### config.mk
export PLATFORM = sky130hd
export DESIGN_NAME = qeciphy_rx_align
export DESIGN_NICKNAME = d
export VERILOG_FILES = /design/src/rtl/qeciphy_rx_ctrl_pkg.sv /design/src/rtl/qeciphy_rx_word_pkg.sv /design/src/rtl/qeciphy_rx_align.sv /design/src/rtl/qeciphy_align_retry_ctrl.sv /design/src/rtl/qeciphy_align_tracker.sv /design/src/rtl/qeciphy_comma_decoder.sv
export SDC_FILE = /design/constraint.sdc
export NUM_CORES = 1
export LEC_CHECK = 0
export BUFFER_PORTS_ARGS = -buffer_cell sky130_fd_sc_hd__buf_4
export CORE_MARGIN = 2
export CORE_UTILIZATION = 39
export DETAILED_ROUTE_END_ITERATION = 8
export MAX_ROUTING_LAYER = met4
export SYNTH_ARGS = -nofsm -noshare
export SYNTH_HDL_FRONTEND = slang
export SYNTH_SLANG_ARGS = --single-unit
### constraint.sdc
create_clock -name rx_clk_2x_o -period 2.23 [get_ports rx_clk_2x_o]
set_input_delay 0.1115 -clock rx_clk_2x_o [delete_from_list [all_inputs] [get_ports rx_clk_2x_o]]
set_output_delay 0.1115 -clock rx_clk_2x_o [all_outputs]
set_load 0.01 [all_outputs]
### src/rtl/qeciphy_rx_ctrl_pkg.sv
// ----------------------------------------
// Alignment control package
// Tracker states, verdicts and reset hold
// ----------------------------------------

package qeciphy_rx_ctrl_pkg;

   // ----------------------------------------
   // Retry bookkeeping
   // ----------------------------------------

   // Holds MAX_RETRIES values up to 63
   typedef logic [5:0] retry_cnt_t;

   // Cycles the rx datapath reset stays low per retry
   localparam int RST_HOLD_CYCLES = 16;

   typedef logic [4:0] hold_cnt_t;

   // ----------------------------------------
   // Tracker encodings
   // ----------------------------------------

   // One-cycle result of a seek and review run
   typedef enum logic [1:0] {
      VERDICT_NONE = 2'd0,
      VERDICT_PASS = 2'd1,
      VERDICT_FAIL = 2'd2
   } verdict_t;

   typedef enum logic [1:0] {
      TRK_IDLE   = 2'd0,
      TRK_SEEK   = 2'd1,
      TRK_REVIEW = 2'd2,
      TRK_DONE   = 2'd3
   } track_state_t;

endpackage

### src/rtl/qeciphy_rx_word_pkg.sv
// ----------------------------------------
// Receive word package
// Word width, byte lanes and comma value
// ----------------------------------------

package qeciphy_rx_word_pkg;

   // ----------------------------------------
   // Word format
   // ----------------------------------------

   // One received word per recovered clock cycle
   localparam int RX_WORD_W = 32;

   // Byte lanes in a word, lane 0 in the low byte
   localparam int RX_LANES = 4;

   typedef logic [RX_WORD_W-1:0] rx_word_t;

   // Index of a byte lane within a word
   typedef logic [$clog2(RX_LANES)-1:0] rx_lane_t;

   // ----------------------------------------
   // Control characters
   // ----------------------------------------

   // K28.5 as seen after 8b10b decoding
   localparam logic [7:0] COMMA_K28_5 = 8'hBC;

endpackage
### src/rtl/qeciphy_rx_align.sv
// ----------------------------------------
// Receive alignment control top level
// Decoder, tracker and retry controller in a chain
// ----------------------------------------

`timescale 1ns/1ps

module qeciphy_rx_align #(
   parameter int TX_PATTERN_LENGTH = 128,
   parameter int MAX_REVIEWS       = 128,
   parameter int MAX_RETRIES       = 32
) (
   input  logic                            rx_clk_2x_o,
   input  logic                            gt_rst_n_i,
   input  logic                            gt_rx_rst_done_i,
   input  logic                            rx_byte_realign_i,
   input  qeciphy_rx_word_pkg::rx_word_t   rx_tdata_i,

   output logic                            gt_rx_rst_done_o,
   output logic                            rx_comma_align_en_o,
   output logic                            rx_datapath_resetn_o,
   output logic                            rx_byte_aligned_o,
   output logic                            rx_align_failed_o,
   output qeciphy_rx_ctrl_pkg::retry_cnt_t rx_retry_count_o
);

   logic                          comma_hit;
   qeciphy_rx_word_pkg::rx_lane_t comma_lane;
   logic                          monitor_run;
   qeciphy_rx_ctrl_pkg::verdict_t verdict;

   // Decode stage
   qeciphy_comma_decoder i_comma_decoder (
      .rx_clk_2x_o (rx_clk_2x_o),
      .gt_rst_n_i  (gt_rst_n_i),
      .rx_tdata_i  (rx_tdata_i),
      .comma_hit_o (comma_hit),
      .comma_lane_o(comma_lane)
   );

   // Execute stage
   qeciphy_align_tracker #(
      .TX_PATTERN_LENGTH(TX_PATTERN_LENGTH),
      .MAX_REVIEWS      (MAX_REVIEWS)
   ) i_align_tracker (
      .rx_clk_2x_o      (rx_clk_2x_o),
      .gt_rst_n_i       (gt_rst_n_i),
      .monitor_run_i    (monitor_run),
      .rx_byte_realign_i(rx_byte_realign_i),
      .comma_hit_i      (comma_hit),
      .comma_lane_i     (comma_lane),
      .verdict_o        (verdict)
   );

   // Result stage
   qeciphy_align_retry_ctrl #(
      .MAX_RETRIES(MAX_RETRIES)
   ) i_align_retry_ctrl (
      .rx_clk_2x_o         (rx_clk_2x_o),
      .gt_rst_n_i          (gt_rst_n_i),
      .gt_rx_rst_done_i    (gt_rx_rst_done_i),
      .verdict_i           (verdict),
      .monitor_run_o       (monitor_run),
      .gt_rx_rst_done_o    (gt_rx_rst_done_o),
      .rx_comma_align_en_o (rx_comma_align_en_o),
      .rx_datapath_resetn_o(rx_datapath_resetn_o),
      .rx_byte_aligned_o   (rx_byte_aligned_o),
      .rx_align_failed_o   (rx_align_failed_o),
      .rx_retry_count_o    (rx_retry_count_o)
   );

endmodule

### src/rtl/qeciphy_align_retry_ctrl.sv
// ----------------------------------------
// Alignment retry controller
// Reset-done capture, comma align enable and retries
// ----------------------------------------

`timescale 1ns/1ps

module qeciphy_align_retry_ctrl #(
   parameter int MAX_RETRIES = 32
) (
   input  logic                            rx_clk_2x_o,
   input  logic                            gt_rst_n_i,
   input  logic                            gt_rx_rst_done_i,
   input  qeciphy_rx_ctrl_pkg::verdict_t   verdict_i,
   output logic                            monitor_run_o,
   output logic                            gt_rx_rst_done_o,
   output logic                            rx_comma_align_en_o,
   output logic                            rx_datapath_resetn_o,
   output logic                            rx_byte_aligned_o,
   output logic                            rx_align_failed_o,
   output qeciphy_rx_ctrl_pkg::retry_cnt_t rx_retry_count_o
);

   qeciphy_rx_ctrl_pkg::hold_cnt_t  hold_cnt;
   qeciphy_rx_ctrl_pkg::retry_cnt_t retry_next;
   logic                            last_retry;
   logic                            got_pass;
   logic                            got_fail;

   assign got_pass   = (verdict_i == qeciphy_rx_ctrl_pkg::VERDICT_PASS);
   assign got_fail   = (verdict_i == qeciphy_rx_ctrl_pkg::VERDICT_FAIL);
   assign retry_next = rx_retry_count_o + 1'b1;
   assign last_retry = (retry_next == qeciphy_rx_ctrl_pkg::retry_cnt_t'(MAX_RETRIES));

   // Tracker runs only on a live, unreset and unresolved link
   assign monitor_run_o = gt_rx_rst_done_o & rx_datapath_resetn_o &
                          ~rx_byte_aligned_o & ~rx_align_failed_o;

   // ----------------------------------------
   // Transceiver handshake
   // ----------------------------------------

   // Register the raw reset-done level to filter glitches
   always_ff @(posedge rx_clk_2x_o or negedge gt_rst_n_i) begin
      if (!gt_rst_n_i) begin
         gt_rx_rst_done_o <= 1'b0;
      end else begin
         gt_rx_rst_done_o <= gt_rx_rst_done_i;
      end
   end

   // Keep the transceiver hunting for commas until aligned
   always_ff @(posedge rx_clk_2x_o or negedge gt_rst_n_i) begin
      if (!gt_rst_n_i) begin
         rx_comma_align_en_o <= 1'b0;
      end else if (rx_byte_aligned_o) begin
         rx_comma_align_en_o <= 1'b0;
      end else begin
         rx_comma_align_en_o <= gt_rx_rst_done_o;
      end
   end

   // ----------------------------------------
   // Verdict handling
   // ----------------------------------------

   // Status and retry count
   always_ff @(posedge rx_clk_2x_o or negedge gt_rst_n_i) begin
      if (!gt_rst_n_i) begin
         rx_byte_aligned_o <= 1'b0;
         rx_align_failed_o <= 1'b0;
         rx_retry_count_o  <= '0;
      end else if (!gt_rx_rst_done_o) begin
         rx_byte_aligned_o <= 1'b0;
         rx_align_failed_o <= 1'b0;
         rx_retry_count_o  <= '0;
      end else if (got_pass) begin
         rx_byte_aligned_o <= 1'b1;
      end else if (got_fail) begin
         rx_retry_count_o <= retry_next;
         if (last_retry) begin
            rx_align_failed_o <= 1'b1;
         end
      end
   end

   // Datapath reset pulse, low for RST_HOLD_CYCLES after a retryable fail
   always_ff @(posedge rx_clk_2x_o or negedge gt_rst_n_i) begin
      if (!gt_rst_n_i) begin
         rx_datapath_resetn_o <= 1'b1;
         hold_cnt             <= '0;
      end else if (!gt_rx_rst_done_o) begin
         rx_datapath_resetn_o <= 1'b1;
         hold_cnt             <= '0;
      end else if (!rx_datapath_resetn_o) begin
         if (hold_cnt == '0) begin
            rx_datapath_resetn_o <= 1'b1;
         end else begin
            hold_cnt <= hold_cnt - 1'b1;
         end
      end else if (got_fail && !last_retry) begin
         rx_datapath_resetn_o <= 1'b0;
         hold_cnt <= qeciphy_rx_ctrl_pkg::hold_cnt_t'(qeciphy_rx_ctrl_pkg::RST_HOLD_CYCLES - 1);
      end
   end

endmodule

### src/rtl/qeciphy_align_tracker.sv
// ----------------------------------------
// Alignment tracker
// Checks comma lane and spacing per pattern period
// ----------------------------------------

`timescale 1ns/1ps

module qeciphy_align_tracker #(
   parameter int TX_PATTERN_LENGTH = 128,
   parameter int MAX_REVIEWS       = 128
) (
   input  logic                            rx_clk_2x_o,
   input  logic                            gt_rst_n_i,
   input  logic                            monitor_run_i,
   input  logic                            rx_byte_realign_i,
   input  logic                            comma_hit_i,
   input  qeciphy_rx_word_pkg::rx_lane_t   comma_lane_i,
   output qeciphy_rx_ctrl_pkg::verdict_t   verdict_o
);

   localparam int WORD_CNT_W   = $clog2(TX_PATTERN_LENGTH + 1);
   localparam int REVIEW_CNT_W = $clog2(MAX_REVIEWS + 1);

   qeciphy_rx_ctrl_pkg::track_state_t state;
   logic [WORD_CNT_W-1:0]             word_cnt;
   logic [REVIEW_CNT_W-1:0]           review_cnt;
   logic                              realign_q;
   logic                              lane0_comma;
   logic                              bad_lane;
   logic                              at_boundary;
   logic                              early_comma;
   logic                              missed_comma;
   logic                              last_review;

   // Word classification
   assign lane0_comma  = comma_hit_i && (comma_lane_i == '0);
   assign bad_lane     = comma_hit_i && (comma_lane_i != '0);
   // Word count reaching one full pattern
   assign at_boundary  = (word_cnt == WORD_CNT_W'(TX_PATTERN_LENGTH - 1));
   assign early_comma  = comma_hit_i && !at_boundary;
   assign missed_comma = !comma_hit_i && at_boundary;
   assign last_review  = (review_cnt == REVIEW_CNT_W'(MAX_REVIEWS - 1));

   // Realign pulse lines up with the decoded word stream
   always_ff @(posedge rx_clk_2x_o or negedge gt_rst_n_i) begin
      if (!gt_rst_n_i) begin
         realign_q <= 1'b0;
      end else begin
         realign_q <= rx_byte_realign_i;
      end
   end

   // ----------------------------------------
   // Seek and review FSM
   // ----------------------------------------
   always_ff @(posedge rx_clk_2x_o or negedge gt_rst_n_i) begin
      if (!gt_rst_n_i) begin
         state      <= qeciphy_rx_ctrl_pkg::TRK_IDLE;
         word_cnt   <= '0;
         review_cnt <= '0;
         verdict_o  <= qeciphy_rx_ctrl_pkg::VERDICT_NONE;
      end else begin
         verdict_o <= qeciphy_rx_ctrl_pkg::VERDICT_NONE;
         if (!monitor_run_i) begin
            state <= qeciphy_rx_ctrl_pkg::TRK_IDLE;
         end else begin
            case (state)
               qeciphy_rx_ctrl_pkg::TRK_IDLE: begin
                  state      <= qeciphy_rx_ctrl_pkg::TRK_SEEK;
                  word_cnt   <= '0;
                  review_cnt <= '0;
               end
               // First lane 0 comma within one pattern
               qeciphy_rx_ctrl_pkg::TRK_SEEK: begin
                  if (bad_lane || missed_comma) begin
                     verdict_o <= qeciphy_rx_ctrl_pkg::VERDICT_FAIL;
                     state     <= qeciphy_rx_ctrl_pkg::TRK_DONE;
                  end else if (lane0_comma) begin
                     state    <= qeciphy_rx_ctrl_pkg::TRK_REVIEW;
                     word_cnt <= '0;
                  end else begin
                     word_cnt <= word_cnt + 1'b1;
                  end
               end
               // Next comma due exactly one pattern later
               qeciphy_rx_ctrl_pkg::TRK_REVIEW: begin
                  if (realign_q || bad_lane || early_comma || missed_comma) begin
                     verdict_o <= qeciphy_rx_ctrl_pkg::VERDICT_FAIL;
                     state     <= qeciphy_rx_ctrl_pkg::TRK_DONE;
                  end else if (lane0_comma) begin
                     word_cnt   <= '0;
                     review_cnt <= review_cnt + 1'b1;
                     if (last_review) begin
                        verdict_o <= qeciphy_rx_ctrl_pkg::VERDICT_PASS;
                        state     <= qeciphy_rx_ctrl_pkg::TRK_DONE;
                     end
                  end else begin
                     word_cnt <= word_cnt + 1'b1;
                  end
               end
               // Wait here until the controller drops monitor_run
               qeciphy_rx_ctrl_pkg::TRK_DONE: begin
                  state <= qeciphy_rx_ctrl_pkg::TRK_DONE;
               end
               default: begin
                  state <= qeciphy_rx_ctrl_pkg::TRK_IDLE;
               end
            endcase
         end
      end
   end

endmodule

### src/rtl/qeciphy_comma_decoder.sv
// ----------------------------------------
// Comma decoder
// Flags a K28.5 in a received word and its lane
// ----------------------------------------

`timescale 1ns/1ps

module qeciphy_comma_decoder (
   input  logic                           rx_clk_2x_o,
   input  logic                           gt_rst_n_i,
   input  qeciphy_rx_word_pkg::rx_word_t  rx_tdata_i,
   output logic                           comma_hit_o,
   output qeciphy_rx_word_pkg::rx_lane_t  comma_lane_o
);

   localparam int LANES  = qeciphy_rx_word_pkg::RX_LANES;
   localparam int BYTE_W = qeciphy_rx_word_pkg::RX_WORD_W / LANES;

   qeciphy_rx_word_pkg::rx_word_t word_q;
   logic [LANES-1:0]              lane_match;
   logic                          hit;
   qeciphy_rx_word_pkg::rx_lane_t lane;

   // Word capture
   always_ff @(posedge rx_clk_2x_o) begin
      word_q <= rx_tdata_i;
   end

   // Per lane compare against the comma byte
   always_comb begin
      for (int i = 0; i < LANES; i++) begin
         lane_match[i] = (word_q[i*BYTE_W +: BYTE_W] == qeciphy_rx_word_pkg::COMMA_K28_5);
      end
   end

   assign hit = |lane_match;

   // Lowest matching lane wins
   always_comb begin
      lane = '0;
      for (int i = LANES - 1; i >= 0; i--) begin
         if (lane_match[i]) begin
            lane = qeciphy_rx_word_pkg::rx_lane_t'(i);
         end
      end
   end

   always_ff @(posedge rx_clk_2x_o or negedge gt_rst_n_i) begin
      if (!gt_rst_n_i) begin
         comma_hit_o  <= 1'b0;
         comma_lane_o <= '0;
      end else begin
         comma_hit_o  <= hit;
         comma_lane_o <= lane;
      end
   end

endmodule

Word-level counts from Yosys, hierarchy flattened
Index checks and enable logic that the tools add are counted.
Operators by class
  add/subtract/negate cells: 4
  multipliers: 0
  divide/modulo/power cells: 0
  magnitude comparators: 0
  equality and inequality tests: 24
  shift operators: 0
  mux-type cells: 42
  bitwise gates (word level): 5
  reductions and logical operators: 25
Operators with widths (count)
  two-way mux 8 bit: 5
  == test 8 bit (second input constant): 4
  two-way mux 2 bit: 14
  one-hot mux 8 bit (3 select lines): 1
  two-way mux 5 bit: 4
  two-way mux 6 bit: 3
  adder 8 x 1 -> 8 bit (second input constant): 2
  == test 8 x 7 -> 1 bit (second input constant): 2
  one-hot mux 8 bit (2 select lines): 1
  two-way mux 1 bit: 12
  inequality test 2 bit (second input constant): 6
  inequality test 4 bit (second input constant): 3
  one-hot mux 2 bit (4 select lines): 1
  AND reduction 4 bit: 2
  adder 6 x 1 -> 6 bit (second input constant): 1
  == test 2 bit (second input constant): 3
  == test 6 bit (second input constant): 1
  inequality test 3 bit (second input constant): 2
  AND reduction 3 bit: 2
  logical AND 1 bit: 5
  logical NOT 5 bit: 1
  subtractor 5 x 1 -> 5 bit (second input constant): 1
  == test 2 x 1 -> 1 bit (second input constant): 2
  logical NOT 2 bit: 2
  other kinds (10): 20
Storage, ports and cells
  register bits: 72
  bits in latches: 0
  RAM bits: 0
  bits in read-only memories: 0
  input bits: 36
  output and inout port bits: 11
  logic and storage cells: 115
  memories kept: 0

Logic depth before layout (Yosys ltp)
  depth after elaboration: 8
  gate-level depth with buffers: 9
  gate-level depth less buffers: 7

Modules after synthesis
Synthesis repeated with hierarchy kept, for this count alone.
Second synthesis, totals
  cell total of the unflattened synthesis: 277
  area, all modules: 3024.2 µm²
By module, submodules not included
  qeciphy_align_tracker: instances 1, cells an instance 151, area each 1341.3 µm², seq. area each 525.5 µm²
  qeciphy_comma_decoder: instances 1, cells an instance 52, area each 857.1 µm², seq. area each 715.7 µm²
  qeciphy_align_retry_ctrl: instances 1, cells an instance 74, area each 825.8 µm², seq. area each 401.6 µm²

Worst setup path before layout
Ideal clock, no wire load.
  kind: register -> register
  from: register i_align_retry_ctrl.rx_datapath_resetn_o
  to: register i_align_tracker.word_cnt[7]
  library setup time: 104 ps
  arrival time: 2106 ps
  required time: 2126 ps
  path slack: 20 ps
  cell stages (with the launch flop): 8
  buffers on the path: 3
  period minus slack after synthesis: 2210 ps
  cell sequence: dfstp_2 buf_4 nand4bb_2 or2_2 buf_1 or3_1 buf_2 o41ai_2
On the way
  longest elaborated chain between the ends: 4
Ends and longest elaborated chain
  from (decl): RTL line qeciphy_align_retry_ctrl.sv:18  | output logic rx_datapath_resetn_o,
  from (signal assigned): RTL line qeciphy_align_retry_ctrl.sv:90  | rx_datapath_resetn_o <= 1'b1;
  from (signal assigned): RTL line qeciphy_align_retry_ctrl.sv:93  | rx_datapath_resetn_o <= 1'b1;
  from (signal assigned): RTL line qeciphy_align_retry_ctrl.sv:97  | rx_datapath_resetn_o <= 1'b1;
  bitwise AND 1 bit (2 in series): RTL line qeciphy_align_retry_ctrl.sv:36  | assign monitor_run_o = gt_rx_rst_done_o & rx_datapath_resetn_o &
  bitwise AND 1 bit: RTL line qeciphy_align_retry_ctrl.sv:37  | ~rx_byte_aligned_o & ~rx_align_failed_o;
  AND reduction 4 bit (no line)
  to (signal assigned): RTL line qeciphy_align_tracker.sv:82  | word_cnt <= word_cnt + 1'b1;
  to (signal assigned): RTL line qeciphy_align_tracker.sv:98  | word_cnt <= word_cnt + 1'b1;
  to (decl): RTL line qeciphy_align_tracker.sv:25  | logic [WORD_CNT_W-1:0] word_cnt;
No other way between the ends.
A chain may end at the register's enable or synchronous reset.

Final worst setup path
  from: register i_comma_decoder.comma_hit_o
  to: register i_align_tracker.word_cnt[7]
On the way
  longest elaborated chain between the ends: 6
  elaborated cells between the ends (all ways): 16
  those cells by class: eq/ne (2); mux (4); reduce/logical (10)
Ends and longest elaborated chain
  from (decl): RTL line qeciphy_comma_decoder.sv:12  | output logic comma_hit_o,
  from (signal assigned): RTL line qeciphy_comma_decoder.sv:53  | comma_hit_o <= hit;
  logical AND 1 bit: RTL line qeciphy_align_tracker.sv:37  | assign bad_lane = comma_hit_i && (comma_lane_i != '0);
  logical OR 1 bit (3 in series): RTL line qeciphy_align_tracker.sv:87  | if (realign_q || bad_lane || early_comma || missed_comma) begin
  inequality test 2 bit (no line)
  AND reduction 4 bit (no line)
Parallel ways exist; a longest one is shown, timed or not. The select of a mux whose other input is x is not followed.

==> flow_metrics.tcl <==
set metrics [dict create \
    slew-limit-headroom 0.533 \
    critical_path_buf_inv_count 0 \
    diodes 0 \
    synth_flop_cell "dfrtp_1" \
    grt_max_degree 41 \
    synth.ff_latch_count 72 \
    rsz0062_at_grt "no" \
    cts-buffers-inserted 9 \
    insertion_delay_ps 350 \
    crit_chain "or3b_4, a21oi_1, a21oi_1, or3_1, o41ai_2" \
    drt-pass1-iter-count 4 \
    htree_levels 3 \
    fp.coreArea_um2 7250 \
    syn_nets 310 \
    ys_warn_count 0 \
    setup_viol 0 \
    final_nets 404 \
    postPlaceCellArea_um2 3420 \
    critical_path_arrival_ps 2330 \
    pin_count 47 \
    synth.avg_cell_area_um2 11.0 \
    die_w_um 90.4 \
    skew_ps 8.46 \
    die-area_um2 8170 \
    grt_pass1_wl_um 10100 \
    power_switching_mw 0.886 \
    period_minus_slack_ps 2090 \
    placedCellCount 412 \
    synth-async-reset-ratio 0.556 \
    clock_power_share 0.344 \
    synthCells 265 \
    cts_setup_buffers 0 \
    crit_family "simple AND/OR/NAND/NOR gates" \
    cp_common_cell "a21oi_1" \
    start_kind "flip-flop" \
    hold_viol_final 0 \
    ys_seq_area_frac 0.564 \
    routed_wl_um 5960 \
    synthTopCellsByArea "dfrtp_1, dfxtp_1, ha_1" \
    synth_top_area_frac 0.335 \
    wl_per_cell_um 12.9 \
    syn_area_um2 2910 \
    end_kind "flip-flop" \
    worstMarginPinSlew_ps 693 \
    grt.total_usage 0.160 \
    finish.utilization 0.548 \
    status "completed" \
    yosysMostFrequentCell "dfrtp_1" \
    initial_core_util 0.401 \
    cap_viol_max_count 0 \
    power_frac_comb 0.183 \
    slowest_stage "or3_1" \
    yosys-top-cells-count "dfrtp_1, dfxtp_1, nand2_1, o31ai_1, nor2_1" \
    drive_above_1_share 0.223 \
    synth_top_area_cell "dfrtp_1" \
    clk_pin_slew_ps 80 \
    ant_nets 0 \
    fin_crit_sh 0.937 \
    critical_path_required_ps 2470 \
    tns_ps 0 \
    post-route-drc-count 0 \
    antenna_found_initial 0 \
    timing.rr.end "i_align_tracker.word_cnt[7]$_DFFE_PN0P_" \
    drtIter0Drc 71 \
    seq_power_share 0.473 \
    ir_drop_v 0.000431 \
    area_delta_synth_final_pct 36.6 \
    timing.fmax_mhz 479 \
    power_density_nw_per_um2 753 \
    place_congestion 0.816 \
    r2r_slack_ps 140 \
    r2r-start "i_comma_decoder.comma_hit_o$_DFF_PN0_" \
    num_vias 2309 \
    dp_hpwl_um 3930 \
    power_leakage_nw 1.83 \
    root_buffer "clkbuf_8" \
    r2r_cells 5 \
    crit_path_max_incr_delay_ps 500 \
    design_area_um2 3980 \
    swShare 0.296 \
    fill_cells 625 \
    synth_edf_count 0 \
    clock_sinks 72 \
    io_buffers 46 \
    instances_no_fill 463 \
    synth_cell_types 54 \
    slew_violations 0 \
    die_y_um 90.4 \
    p_int_mw 2.11 \
    fin_worst_hold_slack_ps 279 \
    cts_tree "done" \
    cts_buffer_depth 2 \
    crit_type "reg -> reg" \
    grt_pass1_vias 2238 \
    grt_remaining_overflow 0 \
    fp-row-count 31 \
    vias_per_cell 4.99 \
    hp-class "in -> async" \
    critPathMaxFanout 8 \
]
[worst reg2reg max path: stages, from the launching register on]
cell and delay (ps):
dfrtp_1 390, or3b_4 440, a21oi_1 230, a21oi_1 80, or3_1 500, o41ai_2 340
[how the worst max path moves through the flow]
stage	from	endpoint	slack, ps	depth (start not counted)
after floorplan	i_align_retry_ctrl.rx_datapath_resetn_o$_DFF_PN1_	i_align_tracker.word_cnt[7]$_DFFE_PN0P_	20	7
after global placement	i_comma_decoder.comma_hit_o$_DFF_PN0_	i_align_tracker.word_cnt[7]$_DFFE_PN0P_	150	5
after detailed placement	i_comma_decoder.comma_hit_o$_DFF_PN0_	i_align_tracker.word_cnt[7]$_DFFE_PN0P_	90	5
after CTS	i_comma_decoder.comma_hit_o$_DFF_PN0_	i_align_tracker.word_cnt[7]$_DFFE_PN0P_	60	5
after global routing	i_comma_decoder.comma_hit_o$_DFF_PN0_	i_align_tracker.word_cnt[7]$_DFFE_PN0P_	30	5
final	i_comma_decoder.comma_hit_o$_DFF_PN0_	i_align_tracker.word_cnt[7]$_DFFE_PN0P_	140	5
[what timing repair did]
item,in CTS,in global routing
endpoints found under the hold margin,73,0
setup endpoints to repair,0,1
resized for setup,0,1
hold buffers,35,0
[flip-flops by register name (all words and copies together) (netlist names)]
signal	flops
i_comma_decoder.word_q	32
i_align_tracker.review_cnt	8
i_align_tracker.word_cnt	8
i_align_retry_ctrl.rx_retry_count_o	6
i_align_retry_ctrl.hold_cnt	5
i_align_tracker.state	2
i_align_tracker.verdict_o	2
i_comma_decoder.comma_lane_o	2
i_align_retry_ctrl.gt_rx_rst_done_o	1
i_align_retry_ctrl.rx_align_failed_o	1
i_align_retry_ctrl.rx_byte_aligned_o	1
i_align_retry_ctrl.rx_comma_align_en_o	1
i_align_retry_ctrl.rx_datapath_resetn_o	1
i_align_tracker.realign_q	1
i_comma_decoder.comma_hit_o	1
[cell type report]
type	count	area (um^2)	area share
multi-input cells	176	1200	0.302
clock inverters	6	55.1	0.0138
inverters	9	33.8	0.00850
well taps	99	124	0.0312
clock buffers	10	149	0.0374
repair buffers	91	771	0.194
flip-flops and latches	72	1640	0.413
[power groups by stage]
| stage | Clock (mW) | Combinational, mW | Sequential, mW |
|---|---|---|---|
| finish | 1.03 | 0.548 | 1.42 |
| global placement | 0 | 0.492 | 1.44 |
| CTS | 1.07 | 0.542 | 1.42 |
| global route | 1.11 | 0.610 | 1.43 |
| detailed placement | 0 | 0.488 | 1.45 |
| floorplan | 0 | 0.328 | 1.43 |
[per-layer routing]
layer	vias up	GRT usage	wire length, um
li1	1165	-	-
met1	1092	0.192	2800
met2	45	0.256	2880
met3	7	0.0426	188
met4	0	0.0654	93
met5	-	-	0
[logic make-up after synthesis]
family | Yosys count | share of synthesized area
XOR/XNOR | 5 | 0.0150
AO/OA/AOI/OAI | 62 | 0.156
buffers and inverters | 17 | 0.0241
multiplexers | 2 | 0.00688
adder cells (fa/ha/maj) | 9 | 0.0387
AND/OR/NAND/NOR | 98 | 0.195
flip-flops | 72 | 0.564
[cells in the final DEF (no fill, tap or decap), types with 4 or more instances in the layout]
cell type,instances
nor2_1,12
dlygate4sd3_1,35
nor3_1,6
a21oi_1,7
nor4_1,6
clkbuf_8,9
dfxtp_1,32
and3_1,5
dfrtp_1,39
o21ai_0,8
and2_1,7
nand2_1,16
ha_1,9
xnor2_1,4
o211a_1,4
nand3_1,9
o31ai_1,14
inv_1,9
buf_4,56
nor2b_1,8
a31oi_1,5
nand4_1,4
nand4b_1,4
nand2b_1,6
[through the flow]
step / power [mW] / setup slack, ps
detailed placement: 1.93 / 94.9
finish: 2.99 / 141
CTS: 3.03 / 64.6
global placement: 1.93 / 154
global route: 3.15 / 34.4
floorplan: 1.76 / 20.2
Power figures use the tool's default switching activity.
